**src/hdl/wadd_pkg.sv**
```systemverilog
// ======================================================================
// shared widths, register map, response codes and sequencer states for
// the limb-serial 64-bit add/subtract unit; imported by every module
// ======================================================================
`default_nettype none

package wadd_pkg;

   localparam int LIMB_W      = 16;
   localparam int WORD_W      = 64;
   localparam int AXIL_DATA_W = 32;
   localparam int AXIL_ADDR_W = 6;
   localparam int LIMB_IDX_W  = 2;
   localparam int NUM_LIMBS   = 4;

   typedef logic [LIMB_W-1:0]      limb_t;
   typedef logic [WORD_W-1:0]      word_t;
   typedef logic [AXIL_DATA_W-1:0] axil_data_t;
   typedef logic [AXIL_ADDR_W-1:0] axil_addr_t;
   typedef logic [LIMB_IDX_W-1:0]  limb_idx_t;

   // register byte addresses
   localparam axil_addr_t ADDR_A_LO   = 6'h00;
   localparam axil_addr_t ADDR_A_HI   = 6'h04;
   localparam axil_addr_t ADDR_B_LO   = 6'h08;
   localparam axil_addr_t ADDR_B_HI   = 6'h0C;
   localparam axil_addr_t ADDR_CTRL   = 6'h10;
   localparam axil_addr_t ADDR_STATUS = 6'h14;
   localparam axil_addr_t ADDR_RES_LO = 6'h18;
   localparam axil_addr_t ADDR_RES_HI = 6'h1C;

   localparam logic [1:0] RESP_OKAY   = 2'b00;
   localparam logic [1:0] RESP_SLVERR = 2'b10;

   typedef enum logic [1:0] {
      ST_IDLE = 2'd0,
      ST_RUN  = 2'd1,
      ST_DONE = 2'd2
   } wadd_state_t;

endpackage

`default_nettype wire

```
**src/hdl/hc_adder_16.sv**
```systemverilog
// ======================================================================
// 16-bit Han-Carlson prefix adder, purely combinational
// the limb datapath chains cin/cout between limbs of a wider word
// ======================================================================
`default_nettype none

module hc_adder_16 import wadd_pkg::*; (
   input  limb_t a,
   input  limb_t b,
   input  logic  cin,
   output limb_t sum,
   output logic  cout
);

   // bit 0 carries cin as a generate, data bits sit at 1..16
   logic [LIMB_W:0]   gen;
   logic [LIMB_W:0]   prop;
   logic [7:0]        g_l1;
   logic [7:0]        p_l1;
   logic [7:0]        g_l2;
   logic [7:0]        p_l2;
   logic [7:0]        g_l3;
   logic [7:0]        p_l3;
   logic [7:0]        g_l4;
   // c[j] is the carry into bit j of the limb
   logic [LIMB_W:0]   c;

   assign gen  = {a & b, cin};
   assign prop = {a ^ b, 1'b0};

   genvar i;
   generate
      // pairwise combine of neighbouring bits
      for (i = 0; i < 8; i = i + 1) begin : g_lvl1
         assign g_l1[i] = gen[2*i+1] | (prop[2*i+1] & gen[2*i]);
         assign p_l1[i] = prop[2*i+1] & prop[2*i];
      end

      // span 1 over the pair groups
      for (i = 0; i < 8; i = i + 1) begin : g_lvl2
         if (i < 1) begin : g_pass
            assign g_l2[i] = g_l1[i];
            assign p_l2[i] = p_l1[i];
         end else begin : g_comb
            assign g_l2[i] = g_l1[i] | (p_l1[i] & g_l1[i-1]);
            assign p_l2[i] = p_l1[i] & p_l1[i-1];
         end
      end

      // span 2
      for (i = 0; i < 8; i = i + 1) begin : g_lvl3
         if (i < 2) begin : g_pass
            assign g_l3[i] = g_l2[i];
            assign p_l3[i] = p_l2[i];
         end else begin : g_comb
            assign g_l3[i] = g_l2[i] | (p_l2[i] & g_l2[i-2]);
            assign p_l3[i] = p_l2[i] & p_l2[i-2];
         end
      end

      // span 4, only generate is needed past this level
      for (i = 0; i < 8; i = i + 1) begin : g_lvl4
         if (i < 4) begin : g_pass
            assign g_l4[i] = g_l3[i];
         end else begin : g_comb
            assign g_l4[i] = g_l3[i] | (p_l3[i] & g_l3[i-4]);
         end
      end

      // prefix tree delivers carries into the odd limb bits
      for (i = 0; i < 8; i = i + 1) begin : g_odd
         assign c[2*i+1] = g_l4[i];
      end

      // one ripple stage fills in the even bits
      for (i = 1; i <= 8; i = i + 1) begin : g_even
         assign c[2*i] = gen[2*i] | (prop[2*i] & c[2*i-1]);
      end
   endgenerate

   assign c[0] = cin;

   assign sum  = prop[LIMB_W:1] ^ c[LIMB_W-1:0];
   assign cout = c[LIMB_W];

endmodule

`default_nettype wire

```
**src/hdl/limb_counter.sv**
```systemverilog
// ======================================================================
// limb index counter, cleared at the start of an operation and stepped
// once per processed limb; last marks the final limb
// ======================================================================
`default_nettype none

module limb_counter import wadd_pkg::*; (
   input  logic      clk,
   input  logic      rst_n,
   input  logic      clear,
   input  logic      step,
   output limb_idx_t idx,
   output logic      last
);

   always_ff @(posedge clk or negedge rst_n) begin
      if (!rst_n) begin
         idx <= '0;
      end else if (clear) begin
         idx <= '0;
      end else if (step) begin
         // wraps back to zero after the top limb
         idx <= idx + limb_idx_t'(1);
      end
   end

   assign last = (idx == limb_idx_t'(NUM_LIMBS - 1));

endmodule

`default_nettype wire

```
**src/hdl/wadd_fsm.sv**
```systemverilog
// ======================================================================
// operation sequencer: idle, run for one cycle per limb, then done
// done stays up until the next start is taken
// ======================================================================
`default_nettype none

module wadd_fsm import wadd_pkg::*; (
   input  logic clk,
   input  logic rst_n,
   input  logic start,
   input  logic last,
   output logic clear,
   output logic step,
   output logic busy,
   output logic done
);

   wadd_state_t state;
   wadd_state_t next_state;

   always_ff @(posedge clk or negedge rst_n) begin
      if (!rst_n)
         state <= ST_IDLE;
      else
         state <= next_state;
   end

   always_comb begin
      next_state = state;
      case (state)
         ST_IDLE,
         ST_DONE: begin
            if (start)
               next_state = ST_RUN;
         end
         ST_RUN: begin
            // leave after the step on the top limb
            if (last)
               next_state = ST_DONE;
         end
         default: next_state = ST_IDLE;
      endcase
   end

   // a start while running is dropped
   assign clear = start & (state != ST_RUN);
   assign step  = (state == ST_RUN);
   assign busy  = (state == ST_RUN);
   assign done  = (state == ST_DONE);

endmodule

`default_nettype wire

```
**src/hdl/limb_datapath.sv**
```systemverilog
// ======================================================================
// limb-serial datapath: picks one 16-bit limb of each operand per step,
// runs it through the prefix adder and builds the 64-bit result
// ======================================================================
`default_nettype none

module limb_datapath import wadd_pkg::*; (
   input  logic      clk,
   input  logic      rst_n,
   input  logic      clear,
   input  logic      step,
   input  logic      sub,
   input  limb_idx_t idx,
   input  word_t     op_a,
   input  word_t     op_b,
   output word_t     result,
   output logic      carry
);

   limb_t limb_a;
   limb_t limb_b;
   limb_t limb_sum;
   logic  limb_cout;

   assign limb_a = op_a[idx*LIMB_W +: LIMB_W];
   // subtract is A + ~B + 1, the +1 comes in through the carry register
   assign limb_b = op_b[idx*LIMB_W +: LIMB_W] ^ {LIMB_W{sub}};

   hc_adder_16 u_adder (
      .a    (limb_a),
      .b    (limb_b),
      .cin  (carry),
      .sum  (limb_sum),
      .cout (limb_cout)
   );

   always_ff @(posedge clk or negedge rst_n) begin
      if (!rst_n) begin
         carry <= 1'b0;
      end else if (clear) begin
         carry <= sub;
      end else if (step) begin
         carry <= limb_cout;
      end
   end

   always_ff @(posedge clk or negedge rst_n) begin
      if (!rst_n) begin
         result <= '0;
      end else if (step) begin
         result[idx*LIMB_W +: LIMB_W] <= limb_sum;
      end
   end

endmodule

`default_nettype wire

```
**src/hdl/wadd_regs.sv**
```systemverilog
// ======================================================================
// AXI4-Lite slave for the add/subtract unit with the operand, control,
// status and result registers
// a CTRL write with bit0 set issues a start pulse
// ======================================================================
`default_nettype none

module wadd_regs import wadd_pkg::*; (
   input  logic       clk,
   input  logic       rst_n,
   input  axil_addr_t awaddr,
   input  logic       awvalid,
   output logic       awready,
   input  axil_data_t wdata,
   input  logic [3:0] wstrb,
   input  logic       wvalid,
   output logic       wready,
   output logic [1:0] bresp,
   output logic       bvalid,
   input  logic       bready,
   input  axil_addr_t araddr,
   input  logic       arvalid,
   output logic       arready,
   output axil_data_t rdata,
   output logic [1:0] rresp,
   output logic       rvalid,
   input  logic       rready,
   output word_t      op_a,
   output word_t      op_b,
   output logic       sub,
   output logic       start,
   input  logic       busy,
   input  logic       done,
   input  word_t      result,
   input  logic       carry
);

   logic       aw_go;
   logic       wr_en;
   logic       wr_hit;
   logic       start_wr;
   logic       rd_en;
   logic       rd_hit;
   axil_data_t rd_word;
   logic       busy_s;
   logic       done_s;

   function automatic axil_data_t apply_strb(input axil_data_t old_val,
                                             input axil_data_t new_val,
                                             input logic [3:0] strb);
      axil_data_t merged;
      merged = old_val;
      for (int k = 0; k < 4; k++) begin
         if (strb[k])
            merged[8*k +: 8] = new_val[8*k +: 8];
      end
      return merged;
   endfunction

   // both channels accepted together with a one-cycle ready pulse
   assign aw_go = awvalid & wvalid & ~awready & ~bvalid;
   assign wr_en = awready & awvalid & wvalid;

   assign wr_hit = (awaddr inside {ADDR_A_LO, ADDR_A_HI, ADDR_B_LO, ADDR_B_HI,
                                   ADDR_CTRL, ADDR_STATUS, ADDR_RES_LO, ADDR_RES_HI});

   assign start_wr = wr_en & (awaddr == ADDR_CTRL) & wstrb[0] & wdata[0] & ~busy;

   // pending start already counts as busy to the host
   assign busy_s = busy | start;
   assign done_s = done & ~start;

   always_ff @(posedge clk or negedge rst_n) begin
      if (!rst_n) begin
         awready <= 1'b0;
         wready  <= 1'b0;
         bvalid  <= 1'b0;
         bresp   <= RESP_OKAY;
      end else begin
         awready <= aw_go;
         wready  <= aw_go;
         if (wr_en) begin
            bvalid <= 1'b1;
            bresp  <= wr_hit ? RESP_OKAY : RESP_SLVERR;
         end else if (bready) begin
            bvalid <= 1'b0;
         end
      end
   end

   always_ff @(posedge clk or negedge rst_n) begin
      if (!rst_n) begin
         op_a  <= '0;
         op_b  <= '0;
         sub   <= 1'b0;
         start <= 1'b0;
      end else begin
         start <= start_wr;
         if (start_wr)
            sub <= wdata[1];
         if (wr_en) begin
            case (awaddr)
               ADDR_A_LO: op_a[31:0]  <= apply_strb(op_a[31:0], wdata, wstrb);
               ADDR_A_HI: op_a[63:32] <= apply_strb(op_a[63:32], wdata, wstrb);
               ADDR_B_LO: op_b[31:0]  <= apply_strb(op_b[31:0], wdata, wstrb);
               ADDR_B_HI: op_b[63:32] <= apply_strb(op_b[63:32], wdata, wstrb);
               default: ;
            endcase
         end
      end
   end

   always_comb begin
      rd_hit  = 1'b1;
      rd_word = '0;
      case (araddr)
         ADDR_A_LO:   rd_word = op_a[31:0];
         ADDR_A_HI:   rd_word = op_a[63:32];
         ADDR_B_LO:   rd_word = op_b[31:0];
         ADDR_B_HI:   rd_word = op_b[63:32];
         ADDR_CTRL:   rd_word = {30'd0, sub, 1'b0};
         ADDR_STATUS: rd_word = {29'd0, carry, done_s, busy_s};
         ADDR_RES_LO: rd_word = result[31:0];
         ADDR_RES_HI: rd_word = result[63:32];
         default:     rd_hit  = 1'b0;
      endcase
   end

   assign rd_en = arready & arvalid;

   always_ff @(posedge clk or negedge rst_n) begin
      if (!rst_n) begin
         arready <= 1'b0;
         rvalid  <= 1'b0;
         rdata   <= '0;
         rresp   <= RESP_OKAY;
      end else begin
         arready <= arvalid & ~arready & ~rvalid;
         if (rd_en) begin
            rvalid <= 1'b1;
            rdata  <= rd_word;
            rresp  <= rd_hit ? RESP_OKAY : RESP_SLVERR;
         end else if (rready) begin
            rvalid <= 1'b0;
         end
      end
   end

endmodule

`default_nettype wire

```
**src/hdl/wadd_top.sv**
```systemverilog
// ======================================================================
// top level of the 64-bit add/subtract unit, reached only over the
// AXI4-Lite slave ports
// ======================================================================
`default_nettype none

module wadd_top import wadd_pkg::*; (
   input  logic       clk,
   input  logic       rst_n,
   input  axil_addr_t awaddr,
   input  logic       awvalid,
   output logic       awready,
   input  axil_data_t wdata,
   input  logic [3:0] wstrb,
   input  logic       wvalid,
   output logic       wready,
   output logic [1:0] bresp,
   output logic       bvalid,
   input  logic       bready,
   input  axil_addr_t araddr,
   input  logic       arvalid,
   output logic       arready,
   output axil_data_t rdata,
   output logic [1:0] rresp,
   output logic       rvalid,
   input  logic       rready
);

   word_t     op_a;
   word_t     op_b;
   word_t     result;
   logic      sub;
   logic      start;
   logic      busy;
   logic      done;
   logic      carry;
   logic      clear;
   logic      step;
   logic      last;
   limb_idx_t idx;

   // port names line up with the nets above
   wadd_regs     u_regs     (.*);
   wadd_fsm      u_fsm      (.*);
   limb_counter  u_counter  (.*);
   limb_datapath u_datapath (.*);

endmodule

`default_nettype wire

```
**config.mk**
```make
export PLATFORM = sky130hd
export DESIGN_NAME = wadd_top
export DESIGN_NICKNAME = d
export VERILOG_FILES = /design/src/hdl/wadd_pkg.sv /design/src/hdl/hc_adder_16.sv /design/src/hdl/limb_counter.sv /design/src/hdl/wadd_fsm.sv /design/src/hdl/limb_datapath.sv /design/src/hdl/wadd_regs.sv /design/src/hdl/wadd_top.sv
export SDC_FILE = /design/constraint.sdc
export NUM_CORES = 1
export LEC_CHECK = 0
export BUFFER_PORTS_ARGS = -buffer_cell sky130_fd_sc_hd__buf_4
export CAP_MARGIN = 10
export CORE_UTILIZATION = 50
export DETAILED_ROUTE_END_ITERATION = 7
export PLACE_DENSITY = 0.71
export SLEW_MARGIN = 20
export SYNTH_ARGS = -nofsm -noshare
export SYNTH_HDL_FRONTEND = slang
export SYNTH_SLANG_ARGS = --single-unit
```
**constraint.sdc**
```tcl
create_clock -name clk -period 3.3 [get_ports clk]
set_input_delay 0.495 -clock clk [delete_from_list [all_inputs] [get_ports clk]]
set_output_delay 0.495 -clock clk [all_outputs]
set_load 0.02 [all_outputs]
```
== After elaboration in Yosys (flattened, before gate mapping) ==
Cells that the tools add are included.

* Input port bits: 55
* Logic and storage cells: 205
* Output and inout bits: 41
* Register bits: 239

* $add $sub $neg: 2
* Multiplexer cells: 16
* Bitwise logic cells: 108
* Shifts and indexed selects: 4
* Reduce and logical (&&, ||, !) cells: 26
* Equal/unequal tests: 20

{| class="wikitable"
|+ Operators with widths
! operator !! count
|-
| 32-bit one-hot mux with 8 select lines || 1
|-
| 64-bit by 7-bit indexed part select with 16-bit output || 2
|-
| 1-bit bitwise AND || 64
|-
| 64-bit bitwise mux || 1
|-
| 16-bit by 34-bit variable shift with 64-bit output (first input constant) || 1
|-
| 16-bit by 34-bit indexed part select with 64-bit output || 1
|-
| 6-bit by 5-bit == test with 1-bit output (second input constant) || 8
|-
| 3-bit AND reduction || 16
|-
| 16-bit bitwise XOR || 3
|-
| 6-bit negation with 34-bit output || 1
|-
| 1-bit bitwise OR || 34
|-
| 6-bit by 4-bit == test with 1-bit output (second input constant) || 4
|-
| 16-bit bitwise AND || 1
|-
| 6-bit by 3-bit == test with 1-bit output (second input constant) || 2
|-
| 6-bit zero test || 2
|-
| 2-bit 2-to-1 mux || 6
|-
| 8-bit nonzero test || 1
|-
| 8-bit OR reduction || 1
|-
| 1-bit 2-to-1 mux || 7
|-
| 1-bit inverter || 6
|-
| 2-bit nonzero test || 3
|-
| 2-bit == test (second input constant) || 2
|-
| 2-bit inequality test (second input constant) || 2
|-
| 2-bit one-hot mux with 2 select lines || 1
|-
| other kinds (6) || 6
|}

== Logic depth before layout (Yosys ltp) ==
Gate-level depths: netlist (run 1).

* Word-level depth: 15
* Depth in mapped cells: 13
* Gate-level depth less buffers: 11

== Hierarchy ==
A second synthesis (run 1) with hierarchy kept.

* Cells, all modules: 948
* Area total of the unflattened synthesis: 12444.4 um^2

{| class="wikitable"
|+ Modules (own cells, without submodules)
! module !! area an instance (um^2) !! cells an instance !! times used !! sequential area each (um^2)
|-
| wadd_regs || 7882.6 || 585 || 1 || 4204.0
|-
| limb_datapath || 3714.8 || 276 || 1 || 1626.6
|-
| hc_adder_16 || 656.9 || 70 || 1 || 0.0
|-
| wadd_fsm || 101.3 || 10 || 1 || 50.0
|-
| limb_counter || 88.8 || 7 || 1 || 50.0
|}

== Worst setup path before layout (run 1) ==
Ideal clock, no wire load.

* Path kind: register to register
* Start: reg u_counter.idx[0]
* End: reg u_datapath.result[14]
* Setup time: 0.132 ns
* Slack: -0.239 ns
* Path buffers: 2
* Period minus slack after synthesis: 3.539 ns
* Arrival time: 3.407 ns
* Cell stages (with the launch flop): 13
* Data required time: 3.168 ns
* Cell sequence: dfrtp_1 > buf_2 > buf_2 > mux4_2 > xor2_1 > fa_1 > a21oi_1 > o21ai_0 > a21oi_1 > a211oi_1 > fa_1 > xnor2_1 > o21ai_0

* Longest elaborated chain between the ends: 15
* Elaborated cells between the ends (all ways): 91
* Those cells by class: add/sub: 1; shift: 4; mux: 1; bitwise: 85

{| class="wikitable"
|+ Ends and longest elaborated chain
! element !! line !! text
|-
| from (decl) || limb_counter.sv:12 || <nowiki>output limb_idx_t idx,</nowiki>
|-
| from (signal assigned) || limb_counter.sv:23 || <nowiki>idx <= idx + limb_idx_t'(1);</nowiki>
|-
| 64-bit by 7-bit indexed part select with 16-bit output || limb_datapath.sv:27 || <nowiki>assign limb_b = op_b[idx*LIMB_W +: LIMB_W] ^ {LIMB_W{sub}};</nowiki>
|-
| 16-bit bitwise XOR || limb_datapath.sv:27 ||
|-
| 16-bit bitwise XOR or 16-bit bitwise AND (tied branches) || hc_adder_16.sv:29, hc_adder_16.sv:28 ||
|-
| 1-bit bitwise AND || hc_adder_16.sv:35 || <nowiki>assign g_l1[i] = gen[2*i+1] | (prop[2*i+1] & gen[2*i]);</nowiki>
|-
| 1-bit bitwise OR || hc_adder_16.sv:35 ||
|-
| 1-bit bitwise AND || hc_adder_16.sv:45 || <nowiki>assign g_l2[i] = g_l1[i] | (p_l1[i] & g_l1[i-1]);</nowiki>
|-
| 1-bit bitwise OR || hc_adder_16.sv:45 ||
|-
| 1-bit bitwise AND or 1-bit bitwise OR (tied branches) || hc_adder_16.sv:56 || <nowiki>assign g_l3[i] = g_l2[i] | (p_l2[i] & g_l2[i-2]);</nowiki>
|-
| 1-bit bitwise OR or 1-bit bitwise AND (tied branches) || hc_adder_16.sv:56, hc_adder_16.sv:66 ||
|-
| 1-bit bitwise OR || hc_adder_16.sv:66 || <nowiki>assign g_l4[i] = g_l3[i] | (p_l3[i] & g_l3[i-4]);</nowiki>
|-
| 1-bit bitwise AND || hc_adder_16.sv:77 || <nowiki>assign c[2*i] = gen[2*i] | (prop[2*i] & c[2*i-1]);</nowiki>
|-
| 1-bit bitwise OR || hc_adder_16.sv:77 ||
|-
| 16-bit bitwise XOR || hc_adder_16.sv:83 || <nowiki>assign sum = prop[LIMB_W:1] ^ c[LIMB_W-1:0];</nowiki>
|-
| 16-bit by 34-bit indexed part select with 64-bit output || limb_datapath.sv:51 || <nowiki>result[idx*LIMB_W +: LIMB_W] <= limb_sum;</nowiki>
|-
| 64-bit bitwise mux (*) || limb_datapath.sv:51 ||
|-
| to (signal, indexed assignment) || limb_datapath.sv:51 ||
|-
| to (decl) || limb_datapath.sv:16 || <nowiki>output word_t result,</nowiki>
|}

Every way passes the cells marked *; elsewhere a longest branch is shown, timed or not.
A chain may end at the register's enable or synchronous reset.

== Worst setup path in the final report (run 1) ==
* Start: reg u_counter.idx[0]
* End: reg u_datapath.result[11]

The elaborated chain is that of the path after synthesis.

==> run_results.csv, run 1 <==
group,metric,value,unit
outcome,status,"finished, violations left",
outcome,violations,"negative hold slack",
routing,antenna_left,0,
yosys,synth_area,11500,µm²
setup_path,cp.required,3.71,ns
routing,vias,8630,
setup_path,rrSetupSlack,0.03,ns
hold_path,hp-class,"input port to async pin",
floorplanning,io_pins,96,
yosys,syn_inst,920,
timing,fin_crit,3.27,ns
clock_network,cts.clk_slew.worst_paths,0.06,ns
yosys,yosysWarnings,0,
floorplanning,core-area,22600,µm²
setup_path,cp-end-kind,"register",
yosys,synthArstFlopShare,100,%
grt,antenna_found_initial,0,
timing,finalCritPeriodShare,99.1,%
cells_and_area,drive_above_1_share,38.2,%
cells_and_area,insertedDiodeCount,0,
setup_path,cp.arrival,3.68,ns
yosys,synth_seq_cells,237,
routing,drt-vias-per-instance,6.32,
cells_and_area,regArea,5930,µm²
timing,drv_slew,0,
clock_network,cts_max_level,1,
timing,setup_viol,0,
cells_and_area,n_fill_cell,1718,
clock_network,clock_path_buffers,3,
grt,grtUsageTotal,27.9,%
yosys,yosysSeqAreaShare,51.4,%
placement,hpwl,22.1,mm
floorplanning,die_y,154,µm
setup_path,startpoint_type,"register",
routing,drtIter0Drc,816,
yosys,yosys.cell_types.count,55,
cells_and_area,multi_input_area,5390,µm²
cells_and_area,final_cells,1366,
grt,grt_pass1_wl,49.9,mm
setup_path,cp_max_fo,5,
floorplanning,num_rows,55,
pwr,p_total,6.51,mW
timing,rsz0062_at_grt,"true",
floorplanning,die_area,23700,µm²
timing,max_clock_freq,306,MHz
timing,max_slew_margin,47.3,%
grt,grt_pass1_vias,8383,
routing,firstDrtPassIters,5,
clock_network,root_buffer,"clkbuf_16",
pwr,power_per_cell_area,466,nW/µm²
placement,placedCellCount,1302,
routing,drc,0,
floorplanning,start_util,50.9,%
placement,gp_congestion,0.873,
grt,overflow,0,
flow_run,maxCapViolations,0,
clock_network,clock_sinks,237,
cells_and_area,stdcell_area,14000,µm²
floorplanning,die_x,154,µm
pwr,ir_drop,0.581,mV
timing,skew,0.0123,ns
routing,wl_per_cell,23.8,µm
yosys,synthFlopType,"dfrtp_1",
clock_network,numCtsBuffers,25,
clock_network,cts_tree,"yes",
setup_path,criticalPathCategory,"register to register",
yosys,synth-edff-count,0,
placement,placed_area,12800,µm²
timing,worst_pin_slew,0.791,ns
yosys,avgSynthCellArea,12.5,µm²
grt,grt_max_degree,101,
pwr,leakage,6.65,nW
placement,io_buffers,93,
timing,hold_violations,7,
cells_and_area,num-nets-final,1146,
cells_and_area,syn_to_final_growth,21.2,%
clock_network,clock_latency,0.53,ns
routing,wl,32.5,mm
timing,holdWs,-0.0208,ns
-- per-layer routing --
metal	vias to the layer above	GRT usage, %	routed length (µm)
li1	3725	-	-
met1	4474	40.7	14000
met2	386	42.1	14900
met3	45	6.82	3020
met4	0	6.29	541
met5	-	0	0
-- registers in the layout, summed over array words and instances (netlist names) --
| signal | count |
|---|---|
| u_regs.bvalid | 1 |
| u_fsm.state | 2 |
| u_regs.start | 1 |
| u_regs.op_b | 64 |
| u_regs.bresp | 1 |
| u_datapath.result | 64 |
| u_regs.op_a | 64 |
| u_counter.idx | 2 |
| u_datapath.carry | 1 |
| u_regs.awready | 1 |
| u_regs.rvalid | 1 |
| u_regs.rresp | 1 |
| u_regs.sub | 1 |
| u_regs.arready | 1 |
| u_regs.rdata | 32 |
-- placed cells by master, fill, tap and decap left out, types with 7 or more instances in the layout --
cell type	netlist	layout
buf_4	5	159
nand2_1	77	77
nand3_1	33	33
ha_1	19	18
xor2_1	20	17
o21ai_0	56	49
dfrtp_1	237	236
clkbuf_16	0	25
mux2_2	129	129
fa_1	9	7
inv_1	20	20
mux4_2	33	33
a22oi_1	90	90
nor2_2	5	7
nor2_1	11	9
a22o_1	41	41
a21oi_1	12	7
-- cells in the mapped netlist, types with 2 or more instances --
cell,count,area share (%)
dfrtp_1,237,51
mux2_2,129,13
a22oi_1,90,5.9
nand2_1,77,2.5
o21ai_0,56,2.4
a22o_1,41,3.1
mux4_2,33,6.4
nand3_1,33,1.4
buf_2,23,1.0
clkbuf_1,20,0.65
inv_1,20,0.65
xor2_1,20,1.5
ha_1,19,2.1
a21oi_1,12,0.52
nor2_1,11,0.36
fa_1,9,1.6
nand3_2,6,0.52
nor3_1,6,0.26
a21o_1,5,0.33
buf_1,5,0.16
buf_4,5,0.33
nor2_2,5,0.27
a31oi_1,3,0.16
and2_1,3,0.16
and3_1,3,0.16
nand2b_1,3,0.16
nor2_4,3,0.29
nor3b_1,3,0.20
or3_1,3,0.16
xnor2_1,3,0.23
a211oi_1,2,0.13
a222oi_1,2,0.17
nand4_1,2,0.11
nor2b_1,2,0.11
nor4_1,2,0.11
o21a_1,2,0.13
o22ai_1,2,0.11
o31ai_1,2,0.13
or2_2,2,0.11
-- timing repair --
item / 4_1_cts / 5_1_grt
setup endpoints to repair: 40 / 34
buffers inserted: 8 / 11
resized for setup: 20 / 15
pin swaps: 2 / 16
hold buffers: 0 / 0
-- final cells by class --
class                      instances  share of cell area (%)
sequential                       237                    42.4
clock inverter                    10                    1.07
multi-input combinational        610                    38.5
inverter                          20                   0.537
timing repair buffer             169                    9.77
tap                              285                    2.55
clock buffer                      35                    5.10
-- stage by stage --
stage | utilization [%] | TNS [ns] | setup slack, ns
finish | 61.7 | 0 | 0.0285
floorplan | - | 0 | 0.00993
global route | 61.7 | -0.776 | -0.0890
detailed placement | 56.8 | -3.94 | -0.211
CTS | 61.2 | 0 | 0.0145
global placement | 56.8 | -1.19 | -0.143
-- worst paths after layout --
check	startpoint	end	cells past startpoint
hold / removal	rst_n	u_datapath.result[19]$_DFFE_PN0P_	1
setup / recovery	u_counter.idx[0]$_DFFE_PN0P_	u_datapath.result[11]$_DFFE_PN0P_	11
hold reg to reg	u_regs.rvalid$_DFFE_PN0P_	u_regs.arready$_DFF_PN0_	1
max in group asynchronous	rst_n	u_regs.op_a[42]$_DFFE_PN0P_	2
min in group clk	rready	u_regs.rvalid$_DFFE_PN0P_	2
setup reg to reg	u_counter.idx[0]$_DFFE_PN0P_	u_datapath.result[11]$_DFFE_PN0P_	11
-- critical path: stages (launching register included) --
cell and delay [ns]:
dfrtp_2 0.36, buf_4 0.16, mux4_2 0.51, xor2_1 0.17
ha_1 0.32, a21o_1 0.20, a21oi_2 0.20, o21ai_4 0.11
buf_4 0.15, a211oi_2 0.24, fa_2 0.52, o21ai_0 0.21
-- power breakdown --
group | internal (mW) | switching, mW | leakage (nW)
clock network | 1.81 | 1.14 | 0.430
registers | 2.94 | 0.0304 | 3.29
logic | 0.278 | 0.305 | 2.93
total | 5.03 | 1.48 | 6.65
-- cell families (layout without fill, tap and decap cells) --
| logic type | count (synthesis) | count (layout) | share of synthesized area [%] |
|---|---|---|---|
| muxes | 162 | 162 | 19.0 |
| and+or+nand+nor | 174 | 174 | 7.81 |
| adders and majority gates | 28 | 28 | 3.62 |
| AOI/OAI and AO/OA | 221 | 221 | 13.4 |
| other | 1 | 2 | 0.0325 |
| buffers and inverters | 74 | 234 | 2.89 |
| DFF | 237 | 237 | 51.4 |
| xor gates and xnor gates | 23 | 23 | 1.75 |
(Power assumes the default switching activity.)
==> run 2: changes to the inputs <==
--- a/config.mk
+++ b/config.mk
@@ -6,9 +6,10 @@
 export NUM_CORES = 1
 export LEC_CHECK = 0
 export BUFFER_PORTS_ARGS = -buffer_cell sky130_fd_sc_hd__buf_4
-export CAP_MARGIN = 10
+export CAP_MARGIN = 25
 export CORE_UTILIZATION = 50
 export DETAILED_ROUTE_END_ITERATION = 7
+export MAX_ROUTING_LAYER = met4
 export PLACE_DENSITY = 0.71
 export SLEW_MARGIN = 20
 export SYNTH_ARGS = -nofsm -noshare
==> run 2 against run 1 <==
Compared with the run above: the flow finishes with violations (negative hold slack, negative setup slack); flip-flop and latch count unchanged; first-iteration DRC count up 4.2%; register-to-register slack worse by 0.06 ns; clock skew down 0.0027 ns; wire length up 0.24%; die area unchanged; clock power about the same; clock-buffer cell count unchanged; worst setup slack worse by 0.061 ns; global-route usage up 0.87 points; largest cell class unchanged.
==> run_results.csv, run 2 (synthesis gave the netlist of run 1 again) <==
group,metric,value,unit
cells_and_area,syn_to_final_growth,21.4,%
cells_and_area,mostFrequentLayoutCells,"dfrtp_1, buf_4, mux2_2, a22oi_1, nand2_1",
timing,fin_crit,3.33,ns
timing,finalWorstSetupSlack,-0.0328,ns
floorplanning,num_rows,55,
timing,drv_slew,0,
floorplanning,die_y,154,µm
cells_and_area,reg.largest.list,"u_datapath.result x64, u_regs.op_a x64, u_regs.op_b x64",
timing,worst_pin_slew,0.807,ns
hold_path,hp-class,"input port to async pin",
timing,tns,-0.0328,ns
grt,overflow,0,
flow_run,maxCapViolations,0,
timing,rsz0062_at_grt,"true",
setup_path,cp_max_fo,5,
clock_network,cts.clk_slew.worst_paths,0.06,ns
floorplanning,core-area,22600,µm²
grt,grt_pass1_vias,8369,
grt,antenna_found_initial,0,
floorplanning,io_pins,96,
clock_network,numCtsBuffers,25,
timing,finalCritPeriodShare,101,%
placement,place_ws,-0.211,ns
cells_and_area,layout_commonest_cell,"dfrtp_1",
timing,max_clock_freq,300,MHz
setup_path,cp.required,3.70,ns
clock_network,clock_path_buffers,3,
clock_network,clock_latency,0.52,ns
routing,wl_per_cell,23.8,µm
placement,io_buffers,93,
cells_and_area,utilization,61.8,%
outcome,violations,"negative hold slack, negative setup slack",
routing,wl,32.5,mm
pwr,ir_drop,0.581,mV
pwr,power_per_cell_area,465,nW/µm²
cells_and_area,num-nets-final,1145,
routing,drt-vias-per-instance,6.29,
placement,hpwl,22.1,mm
floorplanning,die_x,154,µm
clock_network,clock_sinks,237,
cells_and_area,final_cells,1365,
timing,max_slew_margin,46.2,%
cells_and_area,insertedDiodeCount,0,
setup_path,cp.arrival,3.74,ns
setup_path,cp-end-kind,"register",
grt,grtUsageTotal,28.7,%
cells_and_area,drive_above_1_share,38.3,%
floorplanning,start_util,50.9,%
placement,placedCellCount,1302,
routing,firstDrtPassIters,5,
routing,drc,0,
routing,vias,8588,
placement,gp_congestion,0.887,
outcome,status,"finished, violations left",
clock_network,root_buffer,"clkbuf_16",
clock_network,cts_tree,"yes",
grt,grt_max_degree,101,
pwr,leakage,6.65,nW
timing,hold_violations,4,
timing,skew,0.00959,ns
setup_path,startpoint_type,"register",
timing,setup_viol,1,
setup_path,criticalPathCategory,"register to register",
timing,holdWs,-0.0220,ns
floorplanning,die_area,23700,µm²
grt,grt_pass1_wl,49.9,mm
clock_network,cts_max_level,1,
routing,antenna_left,0,
routing,drtIter0Drc,850,
==> run 2: final cells by class <==
| cell class | count | area, µm² |
|---|---|---|
| inverter | 20 | 75.1 |
| timing repair buffer | 168 | 1370 |
| tap | 285 | 357 |
| fill | 1716 | 8640 |
| sequential | 237 | 5930 |
| clock buffer | 35 | 713 |
| multi-input combinational | 610 | 5400 |
| clock inverter | 10 | 150 |
==> run 2: critical path, stage by stage (launching register included) <==
cell	delay [ns]
dfrtp_2	0.36
buf_4	0.16
mux4_2	0.52
xor2_1	0.23
ha_1	0.30
a21o_1	0.23
a21oi_4	0.19
o21ai_4	0.11
buf_4	0.15
a211oi_2	0.24
fa_2	0.52
o21ai_0	0.22
==> run 2: final timing paths <==
path,from,endpoint,slack [ns],cells after the start
min in group clk,rready,u_regs.rvalid$_DFFE_PN0P_,0.17,2
worst min register to register,u_regs.rvalid$_DFFE_PN0P_,u_regs.arready$_DFF_PN0_,0.47,1
max in group asynchronous,rst_n,u_regs.op_a[42]$_DFFE_PN0P_,2.35,2
worst min-delay path,rst_n,u_datapath.result[19]$_DFFE_PN0P_,-0.02,1
worst max-delay path,u_counter.idx[0]$_DFFE_PN0P_,u_datapath.result[11]$_DFFE_PN0P_,-0.03,11
worst max register to register,u_counter.idx[0]$_DFFE_PN0P_,u_datapath.result[11]$_DFFE_PN0P_,-0.03,11
==> run 2: power breakdown <==
part	total, mW	internal (mW)	switching (mW)
sequential	2.97	2.94	0.0304
combinational	0.592	0.284	0.308
clock	2.95	1.81	1.13
==> run 2: routing by layer <==
metal	wire length, µm	GRT usage (%)	up-vias	share of wire, %
li1	-	-	3726	-
met4	561	6.29	0	1.7
met3	2930	6.65	49	9.0
met2	14900	42.1	384	46
met1	14100	40.9	4429	43
met5	0	-	-	0
==> run 2: stage by stage <==
stage,power [mW],hold WS (ns),area (µm²)
6_report,6.51,-0.0220,14000
5_1_grt,6.71,0.0517,14000
4_1_cts,6.50,0.0453,13800
3_5_place_dp,3.54,0.461,12800
3_3_place_gp,3.53,0.448,12800
2_1_floorplan,3.28,0.199,11600
==> run 2: timing repair <==
item,in CTS,in global routing
resized for setup,20,18
hold buffers,0,0
hold endpoints to repair,0,0
setup buffers,8,10
pin swaps,2,16
endpoints found under the setup margin,40,34
